## src/pipe_consts.svh

```systemverilog
`ifndef PIPE_CONSTS_SVH
`define PIPE_CONSTS_SVH

// Major opcodes
`define OP_RTYPE  7'b0110011
`define OP_ITYPE  7'b0010011
`define OP_LOAD   7'b0000011
`define OP_STORE  7'b0100011
`define OP_BRANCH 7'b1100011

// Function codes
`define F3_ADD 3'b000
`define F3_SLT 3'b010
`define F3_OR  3'b110
`define F3_AND 3'b111
`define F7_SUB 7'b0100000

`define RESET_PC  32'h0000_0000
`define NOP_INSTR 32'h0000_0013 // addi x0, x0, 0

`endif
```

## src/corePkg.sv

```systemverilog
package corePkg;

  typedef logic [31:0] word_t;
  typedef logic [4:0]  regIdx_t;

  typedef enum logic [2:0] {
    ALU_ADD,
    ALU_SUB,
    ALU_AND,
    ALU_OR,
    ALU_SLT
  } aluOp_e;

  typedef enum logic {
    RES_ALU,
    RES_MEM
  } resultSrc_e;

  typedef enum logic [1:0] {
    FWD_NONE = 2'b00,
    FWD_WB   = 2'b01,
    FWD_MEM  = 2'b10
  } fwdSel_e;

  typedef struct packed {
    logic       regWrite;
    logic       memWrite;
    logic       branch;
    logic       aluSrcImm;  // Second operand from immediate
    resultSrc_e resultSrc;
    aluOp_e     aluOp;
  } ctrl_t;

  typedef struct packed {
    ctrl_t   ctrl;
    word_t   pc;
    word_t   rs1Data;
    word_t   rs2Data;
    word_t   imm;
    regIdx_t rs1;
    regIdx_t rs2;
    regIdx_t rd;
  } decToEx_t;

  typedef struct packed {
    logic       regWrite;
    logic       memWrite;
    resultSrc_e resultSrc;
    word_t      aluResult;
    word_t      writeData;  // Store data after forwarding
    regIdx_t    rd;
  } exToMem_t;

  typedef struct packed {
    logic       regWrite;
    resultSrc_e resultSrc;
    word_t      aluResult;
    word_t      readData;
    regIdx_t    rd;
  } memToWb_t;

endpackage

```

## src/pipeCore.sv

```systemverilog
`timescale 1ns/1ps

module pipeCore (
  input  logic           clk,
  input  logic           rst,
  input  corePkg::word_t instrF,
  input  corePkg::word_t readDataM,
  output corePkg::word_t pcF,
  output corePkg::word_t dataAddrM,
  output corePkg::word_t writeDataM,
  output logic           memWriteM,
  output logic           regWriteW,
  output corePkg::regIdx_t rdW,
  output corePkg::word_t resultW
);
  import corePkg::*;

  logic       stallF;
  logic       stallD;
  logic       flushD;
  logic       flushE;
  logic       pcSrcE;
  word_t      branchTargetE;
  regIdx_t    rs1D;
  regIdx_t    rs2D;
  word_t      rd1D;
  word_t      rd2D;
  decToEx_t   decOut;
  fwdSel_e    forwardAE;
  fwdSel_e    forwardBE;
  regIdx_t    rs1E;
  regIdx_t    rs2E;
  regIdx_t    rdE;
  resultSrc_e resultSrcE;
  exToMem_t   exOut;
  regIdx_t    rdM;
  logic       regWriteM;
  word_t      aluResultM;
  memToWb_t   memOut;

  fetchStage uFetch (
    .clk(clk), .rst(rst), .stallF(stallF), .pcSrcE(pcSrcE),
    .branchTargetE(branchTargetE), .pcF(pcF)
  );

  regFile uRegFile (
    .clk(clk), .rst(rst), .rs1D(rs1D), .rs2D(rs2D), .rdW(rdW),
    .regWriteW(regWriteW), .resultW(resultW), .rd1D(rd1D), .rd2D(rd2D)
  );

  decodeStage uDecode (
    .clk(clk), .rst(rst), .stallD(stallD), .flushD(flushD), .pcF(pcF),
    .instrF(instrF), .rd1D(rd1D), .rd2D(rd2D), .rs1D(rs1D), .rs2D(rs2D),
    .decOut(decOut)
  );

  executeStage uExecute (
    .clk(clk), .rst(rst), .flushE(flushE), .decOut(decOut),
    .forwardAE(forwardAE), .forwardBE(forwardBE), .aluResultM(aluResultM),
    .resultW(resultW), .rs1E(rs1E), .rs2E(rs2E), .rdE(rdE),
    .resultSrcE(resultSrcE), .pcSrcE(pcSrcE), .branchTargetE(branchTargetE),
    .exOut(exOut)
  );

  memStage uMem (
    .clk(clk), .rst(rst), .exOut(exOut), .dataAddrM(dataAddrM),
    .writeDataM(writeDataM), .memWriteM(memWriteM), .rdM(rdM),
    .regWriteM(regWriteM), .aluResultM(aluResultM), .readDataM(readDataM),
    .memOut(memOut)
  );

  writebackStage uWriteback (
    .clk(clk), .rst(rst), .memOut(memOut), .regWriteW(regWriteW),
    .rdW(rdW), .resultW(resultW)
  );

  hazardUnit uHazard (
    .rs1D(rs1D), .rs2D(rs2D), .rs1E(rs1E), .rs2E(rs2E), .rdE(rdE),
    .rdM(rdM), .rdW(rdW), .regWriteM(regWriteM), .regWriteW(regWriteW),
    .resultSrcE(resultSrcE), .pcSrcE(pcSrcE), .stallF(stallF),
    .stallD(stallD), .flushD(flushD), .flushE(flushE),
    .forwardAE(forwardAE), .forwardBE(forwardBE)
  );

endmodule

```

## src/hazardUnit.sv

```systemverilog
`timescale 1ns/1ps

module hazardUnit (
  input  corePkg::regIdx_t    rs1D,
  input  corePkg::regIdx_t    rs2D,
  input  corePkg::regIdx_t    rs1E,
  input  corePkg::regIdx_t    rs2E,
  input  corePkg::regIdx_t    rdE,
  input  corePkg::regIdx_t    rdM,
  input  corePkg::regIdx_t    rdW,
  input  logic                regWriteM,
  input  logic                regWriteW,
  input  corePkg::resultSrc_e resultSrcE,
  input  logic                pcSrcE,
  output logic                stallF,
  output logic                stallD,
  output logic                flushD,
  output logic                flushE,
  output corePkg::fwdSel_e    forwardAE,
  output corePkg::fwdSel_e    forwardBE
);
  import corePkg::*;

  logic ldStall;

  // Memory stage wins over writeback, x0 never forwards
  function automatic fwdSel_e fwdSelect(regIdx_t rs, regIdx_t rdMem, logic wrMem,
                                        regIdx_t rdWb, logic wrWb);
    if (rs != '0 && rs == rdMem && wrMem) begin
      return FWD_MEM;
    end else if (rs != '0 && rs == rdWb && wrWb) begin
      return FWD_WB;
    end
    return FWD_NONE;
  endfunction

  always_comb begin
    forwardAE = fwdSelect(rs1E, rdM, regWriteM, rdW, regWriteW);
    forwardBE = fwdSelect(rs2E, rdM, regWriteM, rdW, regWriteW);
  end

  // Load in execute feeding the instruction in decode
  assign ldStall = (resultSrcE == RES_MEM) && (rdE == rs1D || rdE == rs2D);

  assign stallF = ldStall;
  assign stallD = ldStall;
  assign flushE = ldStall || pcSrcE;  // Bubble into execute
  assign flushD = pcSrcE;             // Drop wrong-path fetch

endmodule

```

## src/writebackStage.sv

```systemverilog
`timescale 1ns/1ps

module writebackStage (
  input  logic               clk,
  input  logic               rst,
  input  corePkg::memToWb_t  memOut,
  output logic               regWriteW,
  output corePkg::regIdx_t   rdW,
  output corePkg::word_t     resultW
);
  import corePkg::*;

  memToWb_t mwReg;

  // Memory/writeback register
  always_ff @(posedge clk) begin
    mwReg <= memOut;
    if (rst) begin
      mwReg.regWrite  <= 1'b0;
      mwReg.resultSrc <= RES_ALU;
    end
  end

  assign regWriteW = mwReg.regWrite;
  assign rdW       = mwReg.rd;
  assign resultW   = (mwReg.resultSrc == RES_MEM) ? mwReg.readData : mwReg.aluResult;

endmodule

```

## src/memStage.sv

```systemverilog
`timescale 1ns/1ps

module memStage (
  input  logic               clk,
  input  logic               rst,
  input  corePkg::exToMem_t  exOut,
  output corePkg::word_t     dataAddrM,
  output corePkg::word_t     writeDataM,
  output logic               memWriteM,
  output corePkg::regIdx_t   rdM,
  output logic               regWriteM,
  output corePkg::word_t     aluResultM,
  input  corePkg::word_t     readDataM,
  output corePkg::memToWb_t  memOut
);
  import corePkg::*;

  exToMem_t emReg;

  // Execute/memory register
  always_ff @(posedge clk) begin
    emReg <= exOut;
    if (rst) begin
      emReg.regWrite  <= 1'b0;
      emReg.memWrite  <= 1'b0;
      emReg.resultSrc <= RES_ALU;
    end
  end

  // Data memory port
  assign dataAddrM  = emReg.aluResult;
  assign writeDataM = emReg.writeData;
  assign memWriteM  = emReg.memWrite;

  assign rdM        = emReg.rd;
  assign regWriteM  = emReg.regWrite;
  assign aluResultM = emReg.aluResult;  // Forwarded to execute

  always_comb begin
    memOut.regWrite  = emReg.regWrite;
    memOut.resultSrc = emReg.resultSrc;
    memOut.aluResult = emReg.aluResult;
    memOut.readData  = readDataM;  // Load data answers same cycle
    memOut.rd        = emReg.rd;
  end

endmodule

```

## src/executeStage.sv

```systemverilog
`timescale 1ns/1ps

module executeStage (
  input  logic                clk,
  input  logic                rst,
  input  logic                flushE,
  input  corePkg::decToEx_t   decOut,
  input  corePkg::fwdSel_e    forwardAE,
  input  corePkg::fwdSel_e    forwardBE,
  input  corePkg::word_t      aluResultM,
  input  corePkg::word_t      resultW,
  output corePkg::regIdx_t    rs1E,
  output corePkg::regIdx_t    rs2E,
  output corePkg::regIdx_t    rdE,
  output corePkg::resultSrc_e resultSrcE,
  output logic                pcSrcE,
  output corePkg::word_t      branchTargetE,
  output corePkg::exToMem_t   exOut
);
  import corePkg::*;

  decToEx_t deReg;
  word_t    srcAE;
  word_t    srcBE;
  word_t    writeDataE;
  word_t    aluResultE;

  function automatic word_t fwdMux(fwdSel_e sel, word_t regVal, word_t memVal, word_t wbVal);
    case (sel)
      FWD_MEM: return memVal;
      FWD_WB:  return wbVal;
      default: return regVal;
    endcase
  endfunction

  // Decode/execute register
  always_ff @(posedge clk) begin
    deReg <= decOut;
    if (rst || flushE) begin
      deReg.ctrl <= '0;  // Bubble
    end
  end

  assign srcAE      = fwdMux(forwardAE, deReg.rs1Data, aluResultM, resultW);
  assign writeDataE = fwdMux(forwardBE, deReg.rs2Data, aluResultM, resultW);
  assign srcBE      = deReg.ctrl.aluSrcImm ? deReg.imm : writeDataE;

  always_comb begin
    case (deReg.ctrl.aluOp)
      ALU_ADD: aluResultE = srcAE + srcBE;
      ALU_SUB: aluResultE = srcAE - srcBE;
      ALU_AND: aluResultE = srcAE & srcBE;
      ALU_OR:  aluResultE = srcAE | srcBE;
      ALU_SLT: aluResultE = {31'b0, $signed(srcAE) < $signed(srcBE)};
      default: aluResultE = srcAE + srcBE;
    endcase
  end

  // BEQ resolves here
  assign pcSrcE        = deReg.ctrl.branch && (aluResultE == '0);
  assign branchTargetE = deReg.pc + deReg.imm;

  // Seen by the hazard unit
  assign rs1E       = deReg.rs1;
  assign rs2E       = deReg.rs2;
  assign rdE        = deReg.rd;
  assign resultSrcE = deReg.ctrl.resultSrc;

  always_comb begin
    exOut.regWrite  = deReg.ctrl.regWrite;
    exOut.memWrite  = deReg.ctrl.memWrite;
    exOut.resultSrc = deReg.ctrl.resultSrc;
    exOut.aluResult = aluResultE;
    exOut.writeData = writeDataE;
    exOut.rd        = deReg.rd;
  end

endmodule

```

## src/decodeStage.sv

```systemverilog
`timescale 1ns/1ps
`include "pipe_consts.svh"

module decodeStage (
  input  logic               clk,
  input  logic               rst,
  input  logic               stallD,
  input  logic               flushD,
  input  corePkg::word_t     pcF,
  input  corePkg::word_t     instrF,
  input  corePkg::word_t     rd1D,
  input  corePkg::word_t     rd2D,
  output corePkg::regIdx_t   rs1D,
  output corePkg::regIdx_t   rs2D,
  output corePkg::decToEx_t  decOut
);
  import corePkg::*;

  word_t      instrD;
  word_t      pcD;
  logic [6:0] opcode;
  logic [2:0] funct3;
  logic [6:0] funct7;
  word_t      iImm;
  word_t      sImm;
  word_t      bImm;
  word_t      immD;
  aluOp_e     aluOpD;
  logic       aluKnown;
  ctrl_t      ctrlD;

  // Fetch/decode register
  always_ff @(posedge clk) begin
    if (rst || flushD) begin
      instrD <= `NOP_INSTR;
    end else if (!stallD) begin
      instrD <= instrF;
    end
  end

  always_ff @(posedge clk) begin
    if (!stallD) begin
      pcD <= pcF;
    end
  end

  assign opcode = instrD[6:0];
  assign funct3 = instrD[14:12];
  assign funct7 = instrD[31:25];
  assign rs1D   = instrD[19:15];
  assign rs2D   = instrD[24:20];

  assign iImm = {{20{instrD[31]}}, instrD[31:20]};
  assign sImm = {{20{instrD[31]}}, instrD[31:25], instrD[11:7]};
  assign bImm = {{19{instrD[31]}}, instrD[31], instrD[7], instrD[30:25], instrD[11:8], 1'b0};

  always_comb begin
    aluOpD   = ALU_ADD;
    aluKnown = 1'b1;
    case (funct3)
      // funct7 only means something for register-register ops
      `F3_ADD: aluOpD = (opcode == `OP_RTYPE && funct7 == `F7_SUB) ? ALU_SUB : ALU_ADD;
      `F3_SLT: aluOpD = ALU_SLT;
      `F3_OR:  aluOpD = ALU_OR;
      `F3_AND: aluOpD = ALU_AND;
      default: aluKnown = 1'b0;
    endcase
  end

  always_comb begin
    ctrlD = '0;  // Bubble unless recognised
    immD  = iImm;
    case (opcode)
      `OP_RTYPE: begin
        ctrlD.regWrite = aluKnown;
        ctrlD.aluOp    = aluOpD;
      end
      `OP_ITYPE: begin
        ctrlD.regWrite  = aluKnown;
        ctrlD.aluSrcImm = 1'b1;
        ctrlD.aluOp     = aluOpD;
      end
      `OP_LOAD: begin
        ctrlD.regWrite  = 1'b1;
        ctrlD.aluSrcImm = 1'b1;
        ctrlD.resultSrc = RES_MEM;
      end
      `OP_STORE: begin
        ctrlD.memWrite  = 1'b1;
        ctrlD.aluSrcImm = 1'b1;
        immD            = sImm;
      end
      `OP_BRANCH: begin
        ctrlD.branch = 1'b1;
        ctrlD.aluOp  = ALU_SUB;  // Equality via zero difference
        immD         = bImm;
      end
      default: begin
        ctrlD = '0;
      end
    endcase
  end

  always_comb begin
    decOut.ctrl    = ctrlD;
    decOut.pc      = pcD;
    decOut.rs1Data = rd1D;
    decOut.rs2Data = rd2D;
    decOut.imm     = immD;
    decOut.rs1     = rs1D;
    decOut.rs2     = rs2D;
    decOut.rd      = instrD[11:7];
  end

endmodule

```

## src/regFile.sv

```systemverilog
`timescale 1ns/1ps

module regFile (
  input  logic              clk,
  input  logic              rst,
  input  corePkg::regIdx_t  rs1D,
  input  corePkg::regIdx_t  rs2D,
  input  corePkg::regIdx_t  rdW,
  input  logic              regWriteW,
  input  corePkg::word_t    resultW,
  output corePkg::word_t    rd1D,
  output corePkg::word_t    rd2D
);
  import corePkg::*;

  word_t regs [1:31];  // x0 has no storage

  // Write in W is seen by a read in D in the same cycle
  function automatic word_t readReg(regIdx_t idx);
    if (idx == '0) begin
      return '0;
    end else if (regWriteW && idx == rdW) begin
      return resultW;
    end
    return regs[idx];
  endfunction

  always_ff @(posedge clk) begin
    if (rst) begin
      for (int i = 1; i < 32; i++) begin
        regs[i] <= '0;  // Architectural state starts at zero
      end
    end else if (regWriteW && rdW != '0) begin
      regs[rdW] <= resultW;
    end
  end

  always_comb begin
    rd1D = readReg(rs1D);
    rd2D = readReg(rs2D);
  end

endmodule

```

## src/fetchStage.sv

```systemverilog
`timescale 1ns/1ps
`include "pipe_consts.svh"

module fetchStage (
  input  logic           clk,
  input  logic           rst,
  input  logic           stallF,
  input  logic           pcSrcE,
  input  corePkg::word_t branchTargetE,
  output corePkg::word_t pcF
);
  import corePkg::*;

  word_t pcNext;

  always_comb begin
    if (pcSrcE) begin
      pcNext = branchTargetE;  // Taken branch resolved in execute
    end else if (stallF) begin
      pcNext = pcF;            // Load-use hold
    end else begin
      pcNext = pcF + 32'd4;
    end
  end

  always_ff @(posedge clk) begin
    if (rst) begin
      pcF <= `RESET_PC;
    end else begin
      pcF <= pcNext;
    end
  end

endmodule

```

## config.mk

```make
export PLATFORM = sky130hd
export DESIGN_NAME = pipeCore
export DESIGN_NICKNAME = d
export VERILOG_FILES = /design/src/corePkg.sv /design/src/pipeCore.sv /design/src/hazardUnit.sv /design/src/writebackStage.sv /design/src/memStage.sv /design/src/executeStage.sv /design/src/decodeStage.sv /design/src/regFile.sv /design/src/fetchStage.sv
export VERILOG_INCLUDE_DIRS = /design/src
export SDC_FILE = /design/constraint.sdc
export NUM_CORES = 2
export LEC_CHECK = 0
export BUFFER_PORTS_ARGS = -buffer_cell sky130_fd_sc_hd__buf_2
export CELL_PAD_IN_SITES_DETAIL_PLACEMENT = 0
export CELL_PAD_IN_SITES_GLOBAL_PLACEMENT = 2
export CORE_UTILIZATION = 48
export CTS_CLUSTER_SIZE = 25
export DETAILED_ROUTE_END_ITERATION = 8
export GPL_ROUTABILITY_DRIVEN = 1
export PLACE_DENSITY_LB_ADDON = 0.1
export SLEW_MARGIN = 15
export SYNTH_ARGS = -nofsm -noshare
export SYNTH_HDL_FRONTEND = slang
export SYNTH_HIERARCHICAL = 1
export SYNTH_SLANG_ARGS = --single-unit
```

## constraint.sdc

```tcl
create_clock -name clk -period 11 [get_ports clk]
set_clock_uncertainty 0.15 [all_clocks]
set_input_delay 0 -clock clk [delete_from_list [all_inputs] [get_ports clk]]
set_output_delay 0 -clock clk [all_outputs]
set_load 0.02 [all_outputs]
```

==> results_dict.tcl <==
set metrics [dict create \
    status "completed" \
    ys_ff_latch 1414 \
    synthSimpleGateAreaFrac_pct 13.87 \
    drt_iter0_markers 7405 \
    regArea_mm2 0.03891 \
    synth_top_family_by_area "multiplexers" \
    wire_per_inst_um 34.94 \
    core_area_mm2 0.1587 \
    critPathCaptureType "flip-flop" \
    synth_enable_flop_cells 1056 \
    grt_max_degree 100 \
    slew_viol_final 0 \
    synth.largest_area_cell "edfxtp_1" \
    powerDensity_mw_per_mm2 178.2 \
    vias 53380 \
    dp_cells 7821 \
    whs_endpoint "uFetch/pcF[3]" \
    yosysWarnings 6 \
    rr_startpoint "uWriteback/rdW[4]" \
    synthMuxAreaShare_pct 17.94 \
    ant_nets 0 \
    synthTopCellsByArea "edfxtp_1 (41%), mux4_2 (13%), dfxtp_1 (9.3%), and2_1 (8.3%), mux2i_1 (3.1%)" \
    required_ns 11.50 \
    p_leak_nw 30.95 \
    worst_pin_slew_ns 1.231 \
    rsz0062_at_grt "no" \
    gp_congestion 0.9106 \
    pin_count 201 \
    critical_path_class "reg -> reg" \
    whs_path_depth 4 \
    dieArea_mm2 0.1617 \
    syn_avg_cell_area_um2 12.49 \
    multi_input_area_mm2 0.03375 \
    synth_fa_ha_area_share_pct 2.240 \
    fill_cells 13340 \
    die_h_um 402.1 \
    setup_violations 0 \
    finalWorstSetupSlack_ns 1.440 \
    totalWireLength_mm 288.4 \
    postCtsSetupBuffers 0 \
    critPathMaxFanout 64 \
    synth_area_mm2 0.07685 \
    period_minus_slack_ns 9.560 \
    max_freq_mhz 104.6 \
    synth_xor_area_share_pct 1.045 \
    dp_slack_ns 1.674 \
    finalPower_mw 15.03 \
    grt.overflow.total 0 \
    vias_per_cell 6.469 \
    slew_headroom_pct 17.07 \
    arrival_ns 10.06 \
    antenna_found_initial 26 \
    nets 6241 \
    fin_hold_ws_ns 0.1725 \
    max-cap-violations 0 \
    io_buffers 200 \
    syn2layout_area_growth_pct 9.750 \
    synth.most_common_cell "edfxtp_1" \
    ys.flop_type "edfxtp_1" \
    startpoint_type "flip-flop" \
    grt_pass1_wl_mm 399.8 \
    max-clock-path-buffers 3 \
    synthDistinctLibCells 106 \
    final_cells 8252 \
    syn_inst 6155 \
    reg2reg_to "uFetch/pcF[13]" \
    num_rows 146 \
    layout-drive-gt1-share_pct 19.80 \
    die_w_um 402.1 \
    synth-async-reset-ratio_pct 0 \
    final_area_mm2 0.08435 \
    floorplan.initialDensity_pct 48.41 \
    synth_top_area_share_pct 41.26 \
    grt_pass1_vias 51560 \
    hp-class "in -> reg" \
    dpl_cell_area_mm2 0.07790 \
    post-route-drc-count 0 \
    r2r_setup_slack_ns 1.44 \
    clk_latency_ns 0.80 \
    htreeDepth 4 \
    final_util_pct 53.13 \
    clock-root-buffer "clkbuf_16" \
    hold_viol 0 \
    clock_sinks 1414 \
    hold_start "rst" \
    peakVddDrop_v 0.0001866 \
    cts_buffers 157 \
    cts_tree "built" \
    track_usage_pct 35.16 \
    period_share_pct 86.91 \
    hpwl_mm 172.0 \
    synth-compound-area-share_pct 8.139 \
    tns_ns 0 \
    drt_pre_antenna_iters 6 \
    synth_common_cells "edfxtp_1 (1056), and2_1 (1018), mux4_2 (460)" \
    clk_pin_slew_ns 0.06 \
    rr_worst_depth 23 \
    ys_seq_area_share_pct 50.59 \
]
[power by group]
group,switching [mW],total [mW],leakage (nW),internal [mW]
Combinational,2.33,3.33,14.5,1.00
Sequential,0.317,6.42,13.9,6.11
Clock,2.25,5.28,2.49,3.04
[layer usage]
metal | track usage (%) | up-vias | routed length (um)
met4 | 13.00 | 4 | 11480
met5 | 0 | - | 27
met2 | 54.94 | 2997 | 132000
li1 | - | 22370 | -
met3 | 5.512 | 504 | 26030
met1 | 49.56 | 27510 | 118800
[worst max path at each step]
stage               slack [ns]  cells past startpoint               from             end
finish                    1.44                     23  uWriteback/rdW[4]  uFetch/pcF[13]
global route              0.93                     23  uWriteback/rdW[4]  uFetch/pcF[13]
CTS                       1.64                     23  uWriteback/rdW[4]  uFetch/pcF[13]
detailed placement        1.67                     23  uWriteback/rdW[4]  uFetch/pcF[13]
global placement          1.78                     23  uWriteback/rdW[3]  uFetch/pcF[13]
floorplan                 3.99                     29   uExecute/rs2E[2]  uFetch/pcF[23]
[flip-flops by register name, summed over array words and instances (netlist names), 2 cells and up]
signal and flops:
uMem/writeDataM 32, uFetch/pcF 32, uExecute/rs1E 5, uDecode/pcD 32, uMem/aluResultM 32, uRegFile/regs 1024, uMem/rdM 5, uWriteback/rdW 5
uExecute/exOut 2, uExecute/deReg 133, uDecode/instrD 32, uExecute/rdE 5, uExecute/rs2E 5, uWriteback/mwReg 65
[cell type report]
cell class	count	share of cell area, %
sequential	1414	46.13
multi-input combinational	3838	40.01
clock buffer	214	5.153
timing repair buffer	447	3.895
tap	2072	3.074
clock inverter	73	0.8826
inverter	182	0.8129
antenna	12	0.03560
[cells in the final DEF, fill, tap and decap left out, drive strengths merged, types with 61 or more instances in the layout]
master and count:
nand3 82, nand2 258, dfxtp 358, a21oi 175, o21ai 164, inv 192, ha 132, mux2i 239
mux2 80, o211ai 66, a22oi 121, buf 315, dlygate4sd3 132, mux4 460, clkbuf 214, and2 1018
nor2 249, xnor2 61, edfxtp 1056
[critical path, stage by stage (launching register included)]
cell and delay [ns]:
dfxtp_1 0.64, xnor2_1 0.18, nand4_1 0.14, a2111oi_2 0.40, inv_1 0.10, ha_2 1.03
o21ai_0 0.49, ha_1 0.45, nor2_1 0.20, o311ai_2 0.20, a2111oi_2 0.68, nor2b_1 0.26
a221oi_1 0.35, o22ai_1 0.13, or4_1 0.60, or4_1 0.44, nor4_1 0.49, nand4b_1 0.40
nor4b_4 0.39, buf_4 0.43, inv_1 0.24, buf_4 0.33, and4_1 0.25, a2111oi_0 0.40
[timing repair]
| action | CTS | global route |
|---|---|---|
| resized for setup | 0 | 0 |
| endpoints found under the hold margin | 87 | 0 |
| setup endpoints to repair | 0 | 0 |
| hold buffers | 132 | 0 |
[kinds of logic (layout without fill, tap and decap cells)]
kind of cell | Yosys count | after routing
XOR/XNOR | 90 | 90
other | 1 | 44
AND/OR/NAND/NOR | 1893 | 1893
buffers and inverters | 934 | 916
AO/OA/AOI/OAI | 908 | 908
adder cells (fa/ha/maj) | 136 | 136
multiplexers | 779 | 779
flip-flops | 1414 | 1414
Power figures use the tool's default switching activity.
